**config.mk**
```make
export PLATFORM = sky130hd
export DESIGN_NAME = connect_four_top
export DESIGN_NICKNAME = d
export VERILOG_FILES = /design/src/verilog/c4_pkg.sv /design/src/verilog/board_memory.sv /design/src/verilog/cell_plotter.sv /design/src/verilog/connect_four_top.sv /design/src/verilog/game_control.sv /design/src/verilog/key_decoder.sv /design/src/verilog/win_checker.sv
export SDC_FILE = /design/constraint.sdc
export NUM_CORES = 1
export LEC_CHECK = 0
export BUFFER_PORTS_ARGS = -buffer_cell sky130_fd_sc_hd__buf_2
export CAP_MARGIN = 0
export CELL_PAD_IN_SITES_DETAIL_PLACEMENT = 0
export CELL_PAD_IN_SITES_GLOBAL_PLACEMENT = 1
export CORE_MARGIN = 5
export CORE_UTILIZATION = 45
export CTS_BUF_LIST = sky130_fd_sc_hd__clkbuf_4 sky130_fd_sc_hd__clkbuf_8
export CTS_CLUSTER_SIZE = 12
export DETAILED_ROUTE_END_ITERATION = 12
export PLACE_DENSITY_LB_ADDON = 0.12
export SYNTH_ARGS = -nofsm -noshare
export SYNTH_HDL_FRONTEND = slang
export SYNTH_HIERARCHICAL = 1
export SYNTH_SLANG_ARGS = --single-unit
```
**constraint.sdc**
```tcl
create_clock -name clk -period 3.4 [get_ports clk]
set_input_delay 0.17 -clock clk [delete_from_list [all_inputs] [get_ports clk]]
set_output_delay 0.17 -clock clk [all_outputs]
set_load 0.05 [all_outputs]
```
**src/verilog/c4_pkg.sv**
```systemverilog
`default_nettype none

package c4_pkg;

	//////////////////////////////////////////////////////////////////////
	// Board geometry and display mapping
	//////////////////////////////////////////////////////////////////////

	localparam int NUM_COLS = 7;
	localparam int NUM_ROWS = 7;
	localparam int WIN_LEN  = 4;

	localparam int CELL_X0      = 8;  // Pixel origin of column 0
	localparam int CELL_Y0      = 5;  // Pixel origin of row 0
	localparam int CELL_X_PITCH = 22;
	localparam int CELL_Y_PITCH = 16;
	localparam int BLOCK_SIZE   = 6;

	localparam logic [2:0] COLOR_RED  = 3'b100;
	localparam logic [2:0] COLOR_BLUE = 3'b001;

	// Keyboard scan codes, set 2
	localparam logic [7:0] KEY_Z     = 8'h1A;
	localparam logic [7:0] KEY_X     = 8'h22;
	localparam logic [7:0] KEY_C     = 8'h21;
	localparam logic [7:0] KEY_V     = 8'h2A;
	localparam logic [7:0] KEY_B     = 8'h32;
	localparam logic [7:0] KEY_N     = 8'h31;
	localparam logic [7:0] KEY_M     = 8'h3A;
	localparam logic [7:0] KEY_SPACE = 8'h29;

	//////////////////////////////////////////////////////////////////////
	// Shared types
	//////////////////////////////////////////////////////////////////////

	typedef logic [2:0] col_t;
	typedef logic [2:0] row_t;

	typedef enum logic [1:0] {
		PLAYER_NONE = 2'd0,
		PLAYER_RED  = 2'd1,
		PLAYER_BLUE = 2'd2
	} player_t;

	// Row 0 is the top of the board
	typedef player_t [NUM_ROWS-1:0][NUM_COLS-1:0] board_t;

	typedef struct packed {
		logic       valid;
		logic       make;  // 1 for key press, 0 for release
		logic [7:0] code;
	} scan_t;

	typedef struct packed {
		col_t    column;
		row_t    row;
		player_t player;
	} move_t;

	typedef struct packed {
		logic [7:0] x;
		logic [6:0] y;
		logic [2:0] color;
	} pixel_t;

endpackage

`default_nettype wire

```
**src/verilog/board_memory.sv**
```systemverilog
`timescale 1ns/1ps
`default_nettype none

module board_memory import c4_pkg::*; (
	input  logic    clk,
	input  logic    reset_n,
	input  col_t    column,
	input  logic    drop_en,
	input  player_t drop_player,
	output logic    col_full,
	output row_t    land_row,
	output board_t  board
);

	// Pieces already stacked in each column
	logic [2:0] heights [NUM_COLS];

	//////////////////////////////////////////////////////////////////////
	// Landing position of the selected column
	//////////////////////////////////////////////////////////////////////

	assign col_full = (heights[column] == 3'(NUM_ROWS));
	assign land_row = row_t'(NUM_ROWS - 1 - int'(heights[column])); // Counted from the top

	//////////////////////////////////////////////////////////////////////
	// Cell and height update
	//////////////////////////////////////////////////////////////////////

	always_ff @(posedge clk) begin
		if (!reset_n) begin
			board <= '0; // Empty board
			for (int c = 0; c < NUM_COLS; c++)
				heights[c] <= 3'd0;
		end else if (drop_en) begin
			// Fullness checked upstream
			board[land_row][column] <= drop_player;
			heights[column]         <= heights[column] + 3'd1;
		end
	end

endmodule

`default_nettype wire

```
**src/verilog/cell_plotter.sv**
```systemverilog
`timescale 1ns/1ps
`default_nettype none

module cell_plotter import c4_pkg::*; (
	input  logic   clk,
	input  logic   reset_n,
	input  logic   plot_start,
	input  move_t  move,
	output logic   plot,
	output pixel_t pixel,
	output logic   plot_done
);

	move_t      mv;     // Move being drawn
	logic [2:0] x_off;
	logic [2:0] y_off;
	logic       x_last;
	logic       y_last;

	assign x_last = (x_off == 3'(BLOCK_SIZE - 1));
	assign y_last = (y_off == 3'(BLOCK_SIZE - 1));

	always_ff @(posedge clk) begin
		if (plot_start)
			mv <= move;
	end

	//////////////////////////////////////////////////////////////////////
	// Block walk, x offset fastest
	//////////////////////////////////////////////////////////////////////

	always_ff @(posedge clk) begin
		if (!reset_n) begin
			plot  <= 1'b0;
			x_off <= 3'd0;
			y_off <= 3'd0;
		end else if (plot_start) begin
			plot  <= 1'b1;
			x_off <= 3'd0;
			y_off <= 3'd0;
		end else if (plot) begin
			if (x_last) begin
				x_off <= 3'd0;
				y_off <= y_off + 3'd1;
				if (y_last)
					plot <= 1'b0; // Block complete
			end else begin
				x_off <= x_off + 3'd1;
			end
		end
	end

	assign plot_done = plot && x_last && y_last;

	// Cell origin from the geometry plus the running offset
	assign pixel.x     = 8'(CELL_X0 + CELL_X_PITCH * int'(mv.column) + int'(x_off));
	assign pixel.y     = 7'(CELL_Y0 + CELL_Y_PITCH * int'(mv.row) + int'(y_off));
	assign pixel.color = (mv.player == PLAYER_RED) ? COLOR_RED : COLOR_BLUE;

endmodule

`default_nettype wire

```
**src/verilog/connect_four_top.sv**
```systemverilog
`timescale 1ns/1ps
`default_nettype none

module connect_four_top import c4_pkg::*; (
	input  logic    clk,
	input  logic    reset_n,
	input  scan_t   scan,
	output logic    plot,
	output pixel_t  pixel,
	output player_t turn,
	output player_t winner,
	output logic    game_over
);

	col_t    column;
	logic    drop_req;
	logic    col_full;
	row_t    land_row;
	board_t  board;
	player_t found_winner;
	logic    drop_en;
	player_t drop_player;
	move_t   move;
	logic    plot_start;
	logic    plot_done;

	//////////////////////////////////////////////////////////////////////
	// Keyboard side
	//////////////////////////////////////////////////////////////////////

	key_decoder key_decoder_i (
		.clk      (clk),
		.reset_n  (reset_n),
		.scan     (scan),
		.column   (column),
		.drop_req (drop_req)
	);

	game_control game_control_i (
		.clk          (clk),
		.reset_n      (reset_n),
		.drop_req     (drop_req),
		.column       (column),
		.col_full     (col_full),
		.land_row     (land_row),
		.found_winner (found_winner),
		.plot_done    (plot_done),
		.drop_en      (drop_en),
		.drop_player  (drop_player),
		.move         (move),
		.plot_start   (plot_start),
		.turn         (turn),
		.winner       (winner),
		.game_over    (game_over)
	);

	//////////////////////////////////////////////////////////////////////
	// Board and display side
	//////////////////////////////////////////////////////////////////////

	board_memory board_memory_i (
		.clk         (clk),
		.reset_n     (reset_n),
		.column      (column),
		.drop_en     (drop_en),
		.drop_player (drop_player),
		.col_full    (col_full),
		.land_row    (land_row),
		.board       (board)
	);

	win_checker win_checker_i (
		.board        (board),
		.found_winner (found_winner)
	);

	cell_plotter cell_plotter_i (
		.clk        (clk),
		.reset_n    (reset_n),
		.plot_start (plot_start),
		.move       (move),
		.plot       (plot),
		.pixel      (pixel),
		.plot_done  (plot_done)
	);

endmodule

`default_nettype wire

```
**src/verilog/game_control.sv**
```systemverilog
`timescale 1ns/1ps
`default_nettype none

module game_control import c4_pkg::*; (
	input  logic    clk,
	input  logic    reset_n,
	input  logic    drop_req,
	input  col_t    column,
	input  logic    col_full,
	input  row_t    land_row,
	input  player_t found_winner,
	input  logic    plot_done,
	output logic    drop_en,
	output player_t drop_player,
	output move_t   move,
	output logic    plot_start,
	output player_t turn,
	output player_t winner,
	output logic    game_over
);

	typedef enum logic [2:0] {
		PLAY,
		WRITE,
		CHECK,
		DRAW,
		OVER
	} state_t;

	state_t state;

	//////////////////////////////////////////////////////////////////////
	// Sequencing of one drop
	//////////////////////////////////////////////////////////////////////

	always_ff @(posedge clk) begin
		if (!reset_n) begin
			state      <= PLAY;
			turn       <= PLAYER_RED;
			winner     <= PLAYER_NONE;
			plot_start <= 1'b0;
		end else begin
			plot_start <= 1'b0;
			case (state)
				PLAY: begin
					if (drop_req && !col_full)
						state <= WRITE;
				end
				WRITE: state <= CHECK; // Board cell written on this edge
				CHECK: begin
					winner     <= found_winner; // Sees the updated board
					plot_start <= 1'b1;
					state      <= DRAW;
				end
				DRAW: begin
					if (plot_done) begin
						if (winner != PLAYER_NONE) begin
							state <= OVER;
						end else begin
							turn  <= (turn == PLAYER_RED) ? PLAYER_BLUE : PLAYER_RED;
							state <= PLAY;
						end
					end
				end
				OVER: begin
					// Held until reset
				end
				default: state <= PLAY;
			endcase
		end
	end

	// Move for the plotter, taken before the height moves on
	always_ff @(posedge clk) begin
		if (state == WRITE) begin
			move.column <= column;
			move.row    <= land_row;
			move.player <= turn;
		end
	end

	assign drop_en     = (state == WRITE);
	assign drop_player = turn;
	assign game_over   = (state == OVER);

endmodule

`default_nettype wire

```
**src/verilog/key_decoder.sv**
```systemverilog
`timescale 1ns/1ps
`default_nettype none

module key_decoder import c4_pkg::*; (
	input  logic  clk,
	input  logic  reset_n,
	input  scan_t scan,
	output col_t  column,
	output logic  drop_req
);

	logic key_press;

	assign key_press = scan.valid && scan.make; // Break codes fall out here

	always_ff @(posedge clk) begin
		if (!reset_n) begin
			column   <= '0;
			drop_req <= 1'b0;
		end else begin
			drop_req <= 1'b0; // One cycle pulse only
			if (key_press) begin
				case (scan.code)
					KEY_Z:     column <= 3'd0;
					KEY_X:     column <= 3'd1;
					KEY_C:     column <= 3'd2;
					KEY_V:     column <= 3'd3;
					KEY_B:     column <= 3'd4;
					KEY_N:     column <= 3'd5;
					KEY_M:     column <= 3'd6;
					KEY_SPACE: drop_req <= 1'b1;
					default: begin
						// Unknown key, selection stays
					end
				endcase
			end
		end
	end

endmodule

`default_nettype wire

```
**src/verilog/win_checker.sv**
```systemverilog
`timescale 1ns/1ps
`default_nettype none

module win_checker import c4_pkg::*; (
	input  board_t  board,
	output player_t found_winner
);

	// Owner of the run starting at (r, c) and stepping by (dr, dc)
	function automatic player_t line_owner(
		input board_t b,
		input int     r,
		input int     c,
		input int     dr,
		input int     dc
	);
		player_t first;
		int      er;
		int      ec;
		logic    same;

		er   = r + dr * (WIN_LEN - 1);
		ec   = c + dc * (WIN_LEN - 1);
		same = 1'b0;
		first = PLAYER_NONE;
		if (er >= 0 && er < NUM_ROWS && ec >= 0 && ec < NUM_COLS) begin
			first = b[3'(r)][3'(c)];
			same  = (first != PLAYER_NONE);
			for (int k = 1; k < WIN_LEN; k++) begin
				if (b[3'(r + k * dr)][3'(c + k * dc)] != first)
					same = 1'b0;
			end
		end
		return same ? first : PLAYER_NONE;
	endfunction

	//////////////////////////////////////////////////////////////////////
	// Scan of every window
	//////////////////////////////////////////////////////////////////////

	always_comb begin
		player_t owner;
		int      dr;
		int      dc;

		found_winner = PLAYER_NONE;
		for (int r = 0; r < NUM_ROWS; r++) begin
			for (int c = 0; c < NUM_COLS; c++) begin
				// Horizontal, then down-left, down, down-right
				for (int d = 0; d < 4; d++) begin
					dr    = (d == 0) ? 0 : 1;
					dc    = (d == 0) ? 1 : d - 2;
					owner = line_owner(board, r, c, dr, dc);
					if (owner != PLAYER_NONE)
						found_winner = owner;
				end
			end
		end
	end

endmodule

`default_nettype wire
```
==> impl_results.rst, run 1 <==
.. list-table::
   :header-rows: 1

   * - Metric
     - Value
   * - Largest delay share family, worst path
     - adder cells
   * - Initial detailed-routing violation count
     - 443
   * - Number of synthesis warnings
     - 6
   * - HPWL reported at the end of detailed placement
     - 9.95 mm
   * - Post-route DRC violation count
     - 0
   * - Clock skew after layout
     - 0.0111 ns
   * - HP Class
     - input pin to flip-flop
   * - Maximum number of pins on one net before global-route repair
     - 52
   * - Maximum Capacitance Violations
     - 0
   * - Number of setup buffers added after CTS
     - 0
   * - Iteration count of the initial detailed-routing pass
     - 5
   * - Cell count along the critical path
     - 8
   * - Crit path from
     - cell_plotter_i/mv[7]$_DFFE_PP_
   * - Transition time of the tightest slew-check pin
     - 0.888 ns
   * - Remaining antenna violation count
     - 0
   * - Finish-stage setup viols
     - 0
   * - Max VDD drop
     - 345 µV
   * - WL per Instance
     - 17.9 µm
   * - Upper clock frequency limit
     - 334 MHz
   * - Critical path launch point type
     - flip-flop
   * - Vias
     - 4392
   * - Vias in the first global route
     - 4242
   * - Syn Area/Cell
     - 8.92 µm²
   * - Critical register-to-register path endpoint
     - board_memory_i/board[33]$_SDFFE_PN0P_
   * - Top-Level Pins
     - 36
   * - Total die area
     - 14400 µm²
   * - Max Fanout on Critical Path
     - 6
   * - Number of levels the H-tree was split into
     - 3
   * - Min-Delay Startpoint
     - scan[4]
   * - Overflow after GRT
     - 0
   * - Buf+Inv Stages, Crit Path
     - 1
   * - Share of the clock period used by the worst path
     - 88.1%
   * - Hold Buf Count CTS
     - 0
   * - Total negative slack for setup checks
     - 0 ns
   * - TritonCTS clock tree
     - built
   * - Core Rows
     - 40
   * - CP Capture Type
     - output pin
   * - Share of post-route cells with drive strength above 1
     - 13.6%
   * - Setup repair after global routing missed its margin
     - no
   * - Num Clock Sinks
     - 87
   * - Total clock buffers created by CTS
     - 9
   * - Initial cell density of the core
     - 45.6%
   * - Number of endpoints with negative hold slack in the final report
     - 0
   * - Critical Setup Path Class
     - flip-flop to output pin
   * - Arrival time reported for the critical path endpoint
     - 2.83 ns
   * - Floorplan core area
     - 12000 µm²
   * - Area Overhead vs Synth
     - 5.68%
   * - Total global routing track utilization
     - 19.3%
   * - Startpoint of the lowest-slack register-to-register path
     - key_decoder_i/column[0]$_SDFFE_PN0P_
   * - Minimum clock period
     - 3.00 ns
   * - Cts repair resizes
     - 0
   * - Gp weighted congestion
     - 0.920
   * - Flop2flop setup slack
     - 0.46 ns
   * - Worst-path clk slew
     - 0.07 ns
   * - Critical Path Sink
     - pixel[16]
   * - Cell seen most often among critical-path stages
     - sky130_fd_sc_hd__ha_1
   * - Status
     - complete, no violations
   * - Cell-by-cell trace of the critical path
     - ha_1, ha_1, fa_1, xor2_2, nand3_2, xnor2_2, xnor2_1, buf_2
   * - Layout filler cell count
     - 1164
   * - First-pass GRT wire length
     - 22.3 mm
   * - Worst endpoint required time
     - 3.23 ns
   * - Delay of the slowest cell on the worst path
     - 0.51 ns
   * - Max-slew headroom at the worst pin
     - 40.8%
   * - Syn Std Cell Area
     - 5460 µm²
   * - DIE HEIGHT
     - 120 µm
   * - Worst hold slack after final layout
     - 0.0658 ns
   * - Clock latency of the later-clocked register in the worst-skew pair
     - 0.37 ns
   * - Antenna Cells
     - 0
   * - Pins Over Slew Limit
     - 0
   * - WHS Path Cells
     - 2
   * - Width of the die
     - 120 µm
   * - Slowest stage cell, crit path
     - sky130_fd_sc_hd__edfxtp_1
   * - Synthesized instance count
     - 612
   * - Number of I/O port buffers
     - 34
   * - Max Root-Sink Buffers
     - 2
   * - Power per Cell Area
     - 362 nW/µm²
   * - Root buffer cell
     - sky130_fd_sc_hd__clkbuf_8
   * - Worst reg2reg path depth
     - 10
   * - Final net count
     - 632
   * - Antenna violations before repair
     - 0
   * - Number of nets produced by synthesis
     - 638
   * - Mean number of vias per cell
     - 5.79
   * - DRT Wirelength
     - 13.6 mm
   * - Leakage
     - 2.33 nW
-- stage by stage --
stage	setup WS (ns)	utilization [%]	instance area, µm²	power [W]	std cells
after floorplan	0.501	-	5460	0.00129	612
after global placement	0.524	46.5	5560	0.00133	742
after detailed placement	0.483	46.5	5560	0.00134	742
after CTS	0.341	48.2	5770	0.00211	758
after global routing	0.178	48.2	5770	0.00217	758
final	0.404	48.2	5770	0.00209	758
-- worst register-to-register path, cell delays in order, from the launching register on --
cell                       delay, ns
sky130_fd_sc_hd__dfxtp_1        0.71
sky130_fd_sc_hd__nand2b_1       0.22
sky130_fd_sc_hd__a211oi_1       0.21
sky130_fd_sc_hd__a211o_1        0.38
sky130_fd_sc_hd__inv_2          0.07
sky130_fd_sc_hd__ha_1           0.20
sky130_fd_sc_hd__ha_1           0.36
sky130_fd_sc_hd__inv_1          0.07
sky130_fd_sc_hd__nor2_1         0.23
sky130_fd_sc_hd__nand3_1        0.18
sky130_fd_sc_hd__mux2i_1        0.17
-- power breakdown --
| group | internal [W] | leakage (nW) | switching, W |
|---|---|---|---|
| combinational | 0.0000565 | 1.46 | 0.000130 |
| clock | 0.000424 | 0.109 | 0.000352 |
| sequential | 0.00111 | 0.762 | 0.0000155 |
-- placed cells by master, fill, tap and decap left out, drive strengths merged, types with 4 or more instances in the layout --
cell    count
nor4        5
o21ai      13
a21o        4
o211ai      5
a21oi      25
xnor2      13
a22o        4
nor2b      15
edfxtp     37
o21bai      5
mux2        5
nand3      27
and3       12
buf        42
nor3       13
nor3b       4
nand2b     22
dfxtp      50
nand4       5
a21boi      4
nand2      84
mux2i      39
nor2       47
or3         8
a31oi       4
clkbuf     11
a211oi      7
or4         4
o21a        4
inv        21
ha         12
-- sequential cells by signal, summed over array words and instances (netlist names) --
name	flops
key_decoder_i/column	3
game_control_i/winner	2
key_decoder_i/drop_req	1
cell_plotter_i/mv	8
game_control_i/state	3
cell_plotter_i/plot	1
board_memory_i/heights	24
cell_plotter_i/y_off	3
cell_plotter_i/x_off	3
game_control_i/plot_start	1
game_control_i/drop_player	2
board_memory_i/board	28
game_control_i/move	8
-- routing by layer --
metal	vias to the layer above	track usage [%]	wire length, µm
met5	-	0	0
met4	0	5.23	212
met3	16	4.90	792
met2	132	30.1	6120
met1	2093	26.5	6460
li1	2151	-	-
-- cell type report --
type / count / area, µm² / area share (%)
clock buffers: 11 / 139 / 2.41
well taps: 147 / 184 / 3.19
flip-flops and latches: 87 / 2110 / 36.6
inverters: 21 / 78.8 / 1.37
repair buffers: 42 / 230 / 3.99
multi-input cells: 445 / 2950 / 51.2
clock inverters: 5 / 72.6 / 1.26
-- worst min-delay path by stage --
stage                                              endpoint  slack (ns)
final                     key_decoder_i/drop_req$_SDFF_PN0_        0.07
after detailed placement     cell_plotter_i/mv[7]$_DFFE_PP_        0.41
after global placement       cell_plotter_i/mv[7]$_DFFE_PP_        0.40
after floorplan           key_decoder_i/drop_req$_SDFF_PN0_        0.24
after global routing      key_decoder_i/drop_req$_SDFF_PN0_        0.05
after CTS                 key_decoder_i/drop_req$_SDFF_PN0_        0.04
No activity file was read; power rests on OpenSTA's default activity.
==> run 2: changes to the inputs <==
--- a/config.mk
+++ b/config.mk
@@ -7,8 +7,6 @@
 export LEC_CHECK = 0
 export BUFFER_PORTS_ARGS = -buffer_cell sky130_fd_sc_hd__buf_2
 export CAP_MARGIN = 0
-export CELL_PAD_IN_SITES_DETAIL_PLACEMENT = 0
-export CELL_PAD_IN_SITES_GLOBAL_PLACEMENT = 1
 export CORE_MARGIN = 5
 export CORE_UTILIZATION = 45
 export CTS_BUF_LIST = sky130_fd_sc_hd__clkbuf_4 sky130_fd_sc_hd__clkbuf_8
==> run 2 against run 1 <==
  * Worst hold slack lost 0.019 ns
  * Largest power group unchanged
  * Count of clock-buffer cells in the layout is the same
  * Via count up 0.93%
  * Utilization fell by 0.31 points
  * Clock skew decreased by 0.00087 ns
==> impl_results.rst, run 2 (synthesis results as in run 1) <==
.. list-table::
   :header-rows: 1

   * - Metric
     - Value
   * - Width of the die
     - 120 µm (unchanged)
   * - Area Overhead vs Synth
     - 5.00% (was 5.68%)
   * - Final net count
     - 630 (was 632)
   * - Transition time of the tightest slew-check pin
     - 0.738 ns (was 0.888 ns)
   * - Flop2flop setup slack
     - 0.52 ns (was 0.46 ns)
   * - Vias
     - 4433 (was 4392)
   * - Delay of the slowest cell on the worst path
     - 0.51 ns (about the same)
   * - Mean number of vias per cell
     - 5.86 (was 5.79)
   * - Antenna Cells
     - 0 (unchanged)
   * - Share of post-route cells with drive strength above 1
     - 13.3% (was 13.6%)
   * - Number of levels the H-tree was split into
     - 3 (unchanged)
   * - Hold Buf Count CTS
     - 0 (unchanged)
   * - Cell-by-cell trace of the critical path
     - ha_1, ha_1, fa_1, xor2_2, nand3_2, xnor2_2, xnor2_1, buf_2 (unchanged)
   * - Total negative slack for setup checks
     - 0 ns (unchanged)
   * - Finish-stage setup viols
     - 0 (unchanged)
   * - Critical register-to-register path endpoint
     - board_memory_i/board[6]$_SDFFE_PN0P_ (was board_memory_i/board[33]$_SDFFE_PN0P_)
   * - Number of endpoints with negative hold slack in the final report
     - 0 (unchanged)
   * - Remaining antenna violation count
     - 0 (unchanged)
   * - Vias in the first global route
     - 4120 (was 4242)
   * - Worst reg2reg path depth
     - 8 (was 10)
   * - Num Clock Sinks
     - 87 (unchanged)
   * - Minimum setup slack in the final design
     - 0.435 ns (was 0.404 ns)
   * - WHS Path Cells
     - 2 (unchanged)
   * - Cts repair resizes
     - 0 (unchanged)
   * - Largest Register
     - board_memory_i/board (unchanged)
   * - Overflow after GRT
     - 0 (unchanged)
   * - Buf+Inv Stages, Crit Path
     - 1 (unchanged)
   * - Layout filler cell count
     - 1145 (was 1164)
   * - Worst hold endpoint
     - key_decoder_i/drop_req$_SDFF_PN0_ (unchanged)
   * - Non-filler instance count after layout
     - 756 (was 758)
   * - Min-Delay Startpoint
     - scan[4] (unchanged)
   * - Max VDD drop
     - 256 µV (was 345 µV)
   * - Worst endpoint required time
     - 3.23 ns (about the same)
   * - Total clock buffers created by CTS
     - 9 (unchanged)
   * - Power per Cell Area
     - 352 nW/µm² (was 362 nW/µm²)
   * - Max Root-Sink Buffers
     - 2 (unchanged)
   * - Upper clock frequency limit
     - 337 MHz (was 334 MHz)
   * - Arrival time reported for the critical path endpoint
     - 2.79 ns (was 2.83 ns)
   * - Gp weighted congestion
     - 0.910 (was 0.920)
   * - Critical path launch point type
     - flip-flop (unchanged)
   * - Finished Core Util
     - 47.9% (was 48.2%)
   * - Total die area
     - 14400 µm² (unchanged)
   * - Share of the clock period used by the worst path
     - 87.2% (was 88.1%)
   * - Floorplan core area
     - 12000 µm² (unchanged)
   * - Root buffer cell
     - sky130_fd_sc_hd__clkbuf_8 (unchanged)
   * - Max Fanout on Critical Path
     - 6 (unchanged)
   * - Worst-path clk slew
     - 0.08 ns (was 0.07 ns)
   * - Slowest stage cell, crit path
     - sky130_fd_sc_hd__edfxtp_1 (unchanged)
   * - Post-route DRC violation count
     - 0 (unchanged)
   * - Clock skew after layout
     - 0.0103 ns (was 0.0111 ns)
   * - Antenna violations before repair
     - 0 (unchanged)
   * - CP Capture Type
     - output pin (unchanged)
   * - Total global routing track utilization
     - 18.3% (was 19.3%)
   * - Cell seen most often among critical-path stages
     - sky130_fd_sc_hd__ha_1 (unchanged)
   * - Iteration count of the initial detailed-routing pass
     - 5 (unchanged)
   * - Clock latency of the later-clocked register in the worst-skew pair
     - 0.36 ns (was 0.37 ns)
   * - TritonCTS clock tree
     - built (unchanged)
   * - Setup repair after global routing missed its margin
     - no (unchanged)
   * - Critical Setup Path Class
     - flip-flop to output pin (unchanged)
   * - Minimum clock period
     - 2.96 ns (was 3.00 ns)
   * - Largest delay share family, worst path
     - adder cells (unchanged)
   * - WL per Instance
     - 17.3 µm (was 17.9 µm)
   * - Initial detailed-routing violation count
     - 438 (was 443)
   * - First-pass GRT wire length
     - 21.4 mm (was 22.3 mm)
   * - Leakage
     - 2.30 nW (was 2.33 nW)
   * - Top-Level Pins
     - 36 (unchanged)
   * - Number of I/O port buffers
     - 34 (unchanged)
   * - Number of setup buffers added after CTS
     - 0 (unchanged)
   * - Most frequent standard cell in the layout excluding fill and tap cells
     - sky130_fd_sc_hd__nand2_1 (unchanged)
   * - Top flop regs
     - board_memory_i/board: 28 flops, board_memory_i/heights: 24 flops (unchanged)
   * - Core Rows
     - 40 (unchanged)
   * - Worst setup slack before clock tree synthesis
     - 0.535 ns (was 0.483 ns)
   * - Maximum Capacitance Violations
     - 0 (unchanged)
   * - Inst Count DP
     - 740 (was 742)
   * - HPWL reported at the end of detailed placement
     - 9.38 mm (was 9.95 mm)
   * - Status
     - complete, no violations (unchanged)
   * - Maximum number of pins on one net before global-route repair
     - 33 (was 52)
   * - Max-slew headroom at the worst pin
     - 50.7% (was 40.8%)
   * - Most used cells in the layout excluding fill and tap cells
     - 84 x sky130_fd_sc_hd__nand2_1, 50 x sky130_fd_sc_hd__dfxtp_1, 46 x sky130_fd_sc_hd__nor2_1 (unchanged)
   * - Initial cell density of the core
     - 45.6% (unchanged)
   * - Pins Over Slew Limit
     - 0 (unchanged)
   * - Startpoint of the lowest-slack register-to-register path
     - key_decoder_i/column[0]$_SDFFE_PN0P_ (unchanged)
   * - HP Class
     - input pin to flip-flop (unchanged)
   * - DIE HEIGHT
     - 120 µm (unchanged)
   * - DRT Wirelength
     - 13.1 mm (was 13.6 mm)
   * - Flip-flop count of the largest register, all copies and words added
     - 28 (unchanged)
[run 2: layer usage]
metal	GRT usage [%]	up-vias	share of wire (%)
met2	28.9	145	46
met5	0	-	0
met4	4.87	0	1.5
li1	-	2146	-
met3	3.35	17	5.6
met1	25.9	2125	47
[run 2: cell type report]
cell class	instances	area (µm²)	area share [%]
clock inverters	5	50.0	0.873
well taps	147	184	3.21
repair buffers	40	215	3.75
inverters	21	78.8	1.38
multi-input cells	445	2950	51.5
clock buffers	11	139	2.42
flip-flops and latches	87	2110	36.8
[run 2: how the worst max path moves through the flow]
stage	from	end	depth (start not counted)	slack, ns
final	cell_plotter_i/mv[7]$_DFFE_PP_	pixel[16]	8	0.44
after global routing	cell_plotter_i/mv[7]$_DFFE_PP_	pixel[17]	7	0.24
after CTS	cell_plotter_i/mv[7]$_DFFE_PP_	pixel[16]	8	0.40
after detailed placement	key_decoder_i/column[0]$_SDFFE_PN0P_	board_memory_i/board[6]$_SDFFE_PN0P_	8	0.53
after global placement	key_decoder_i/column[0]$_SDFFE_PN0P_	board_memory_i/board[6]$_SDFFE_PN0P_	8	0.64
after floorplan	cell_plotter_i/mv[7]$_DFFE_PP_	pixel[16]	7	0.50
[run 2: metrics by stage]
stage	hold slack, ns	total power (W)	cell area [µm²]
6_report	0.0464	0.00202	5730
5_1_grt	0.0502	0.00210	5730
4_1_cts	0.0315	0.00203	5730
3_5_place_dp	0.405	0.00134	5540
3_3_place_gp	0.404	0.00133	5540
2_1_floorplan	0.241	0.00129	5460
[run 2: power by group]
| part | switching (W) | total [W] | internal (W) |
|---|---|---|---|
| clock | 0.000355 | 0.000705 | 0.000350 |
| sequential | 0.0000152 | 0.00112 | 0.00111 |
| combinational | 0.000130 | 0.000188 | 0.0000575 |
| total | 0.000500 | 0.00202 | 0.00152 |
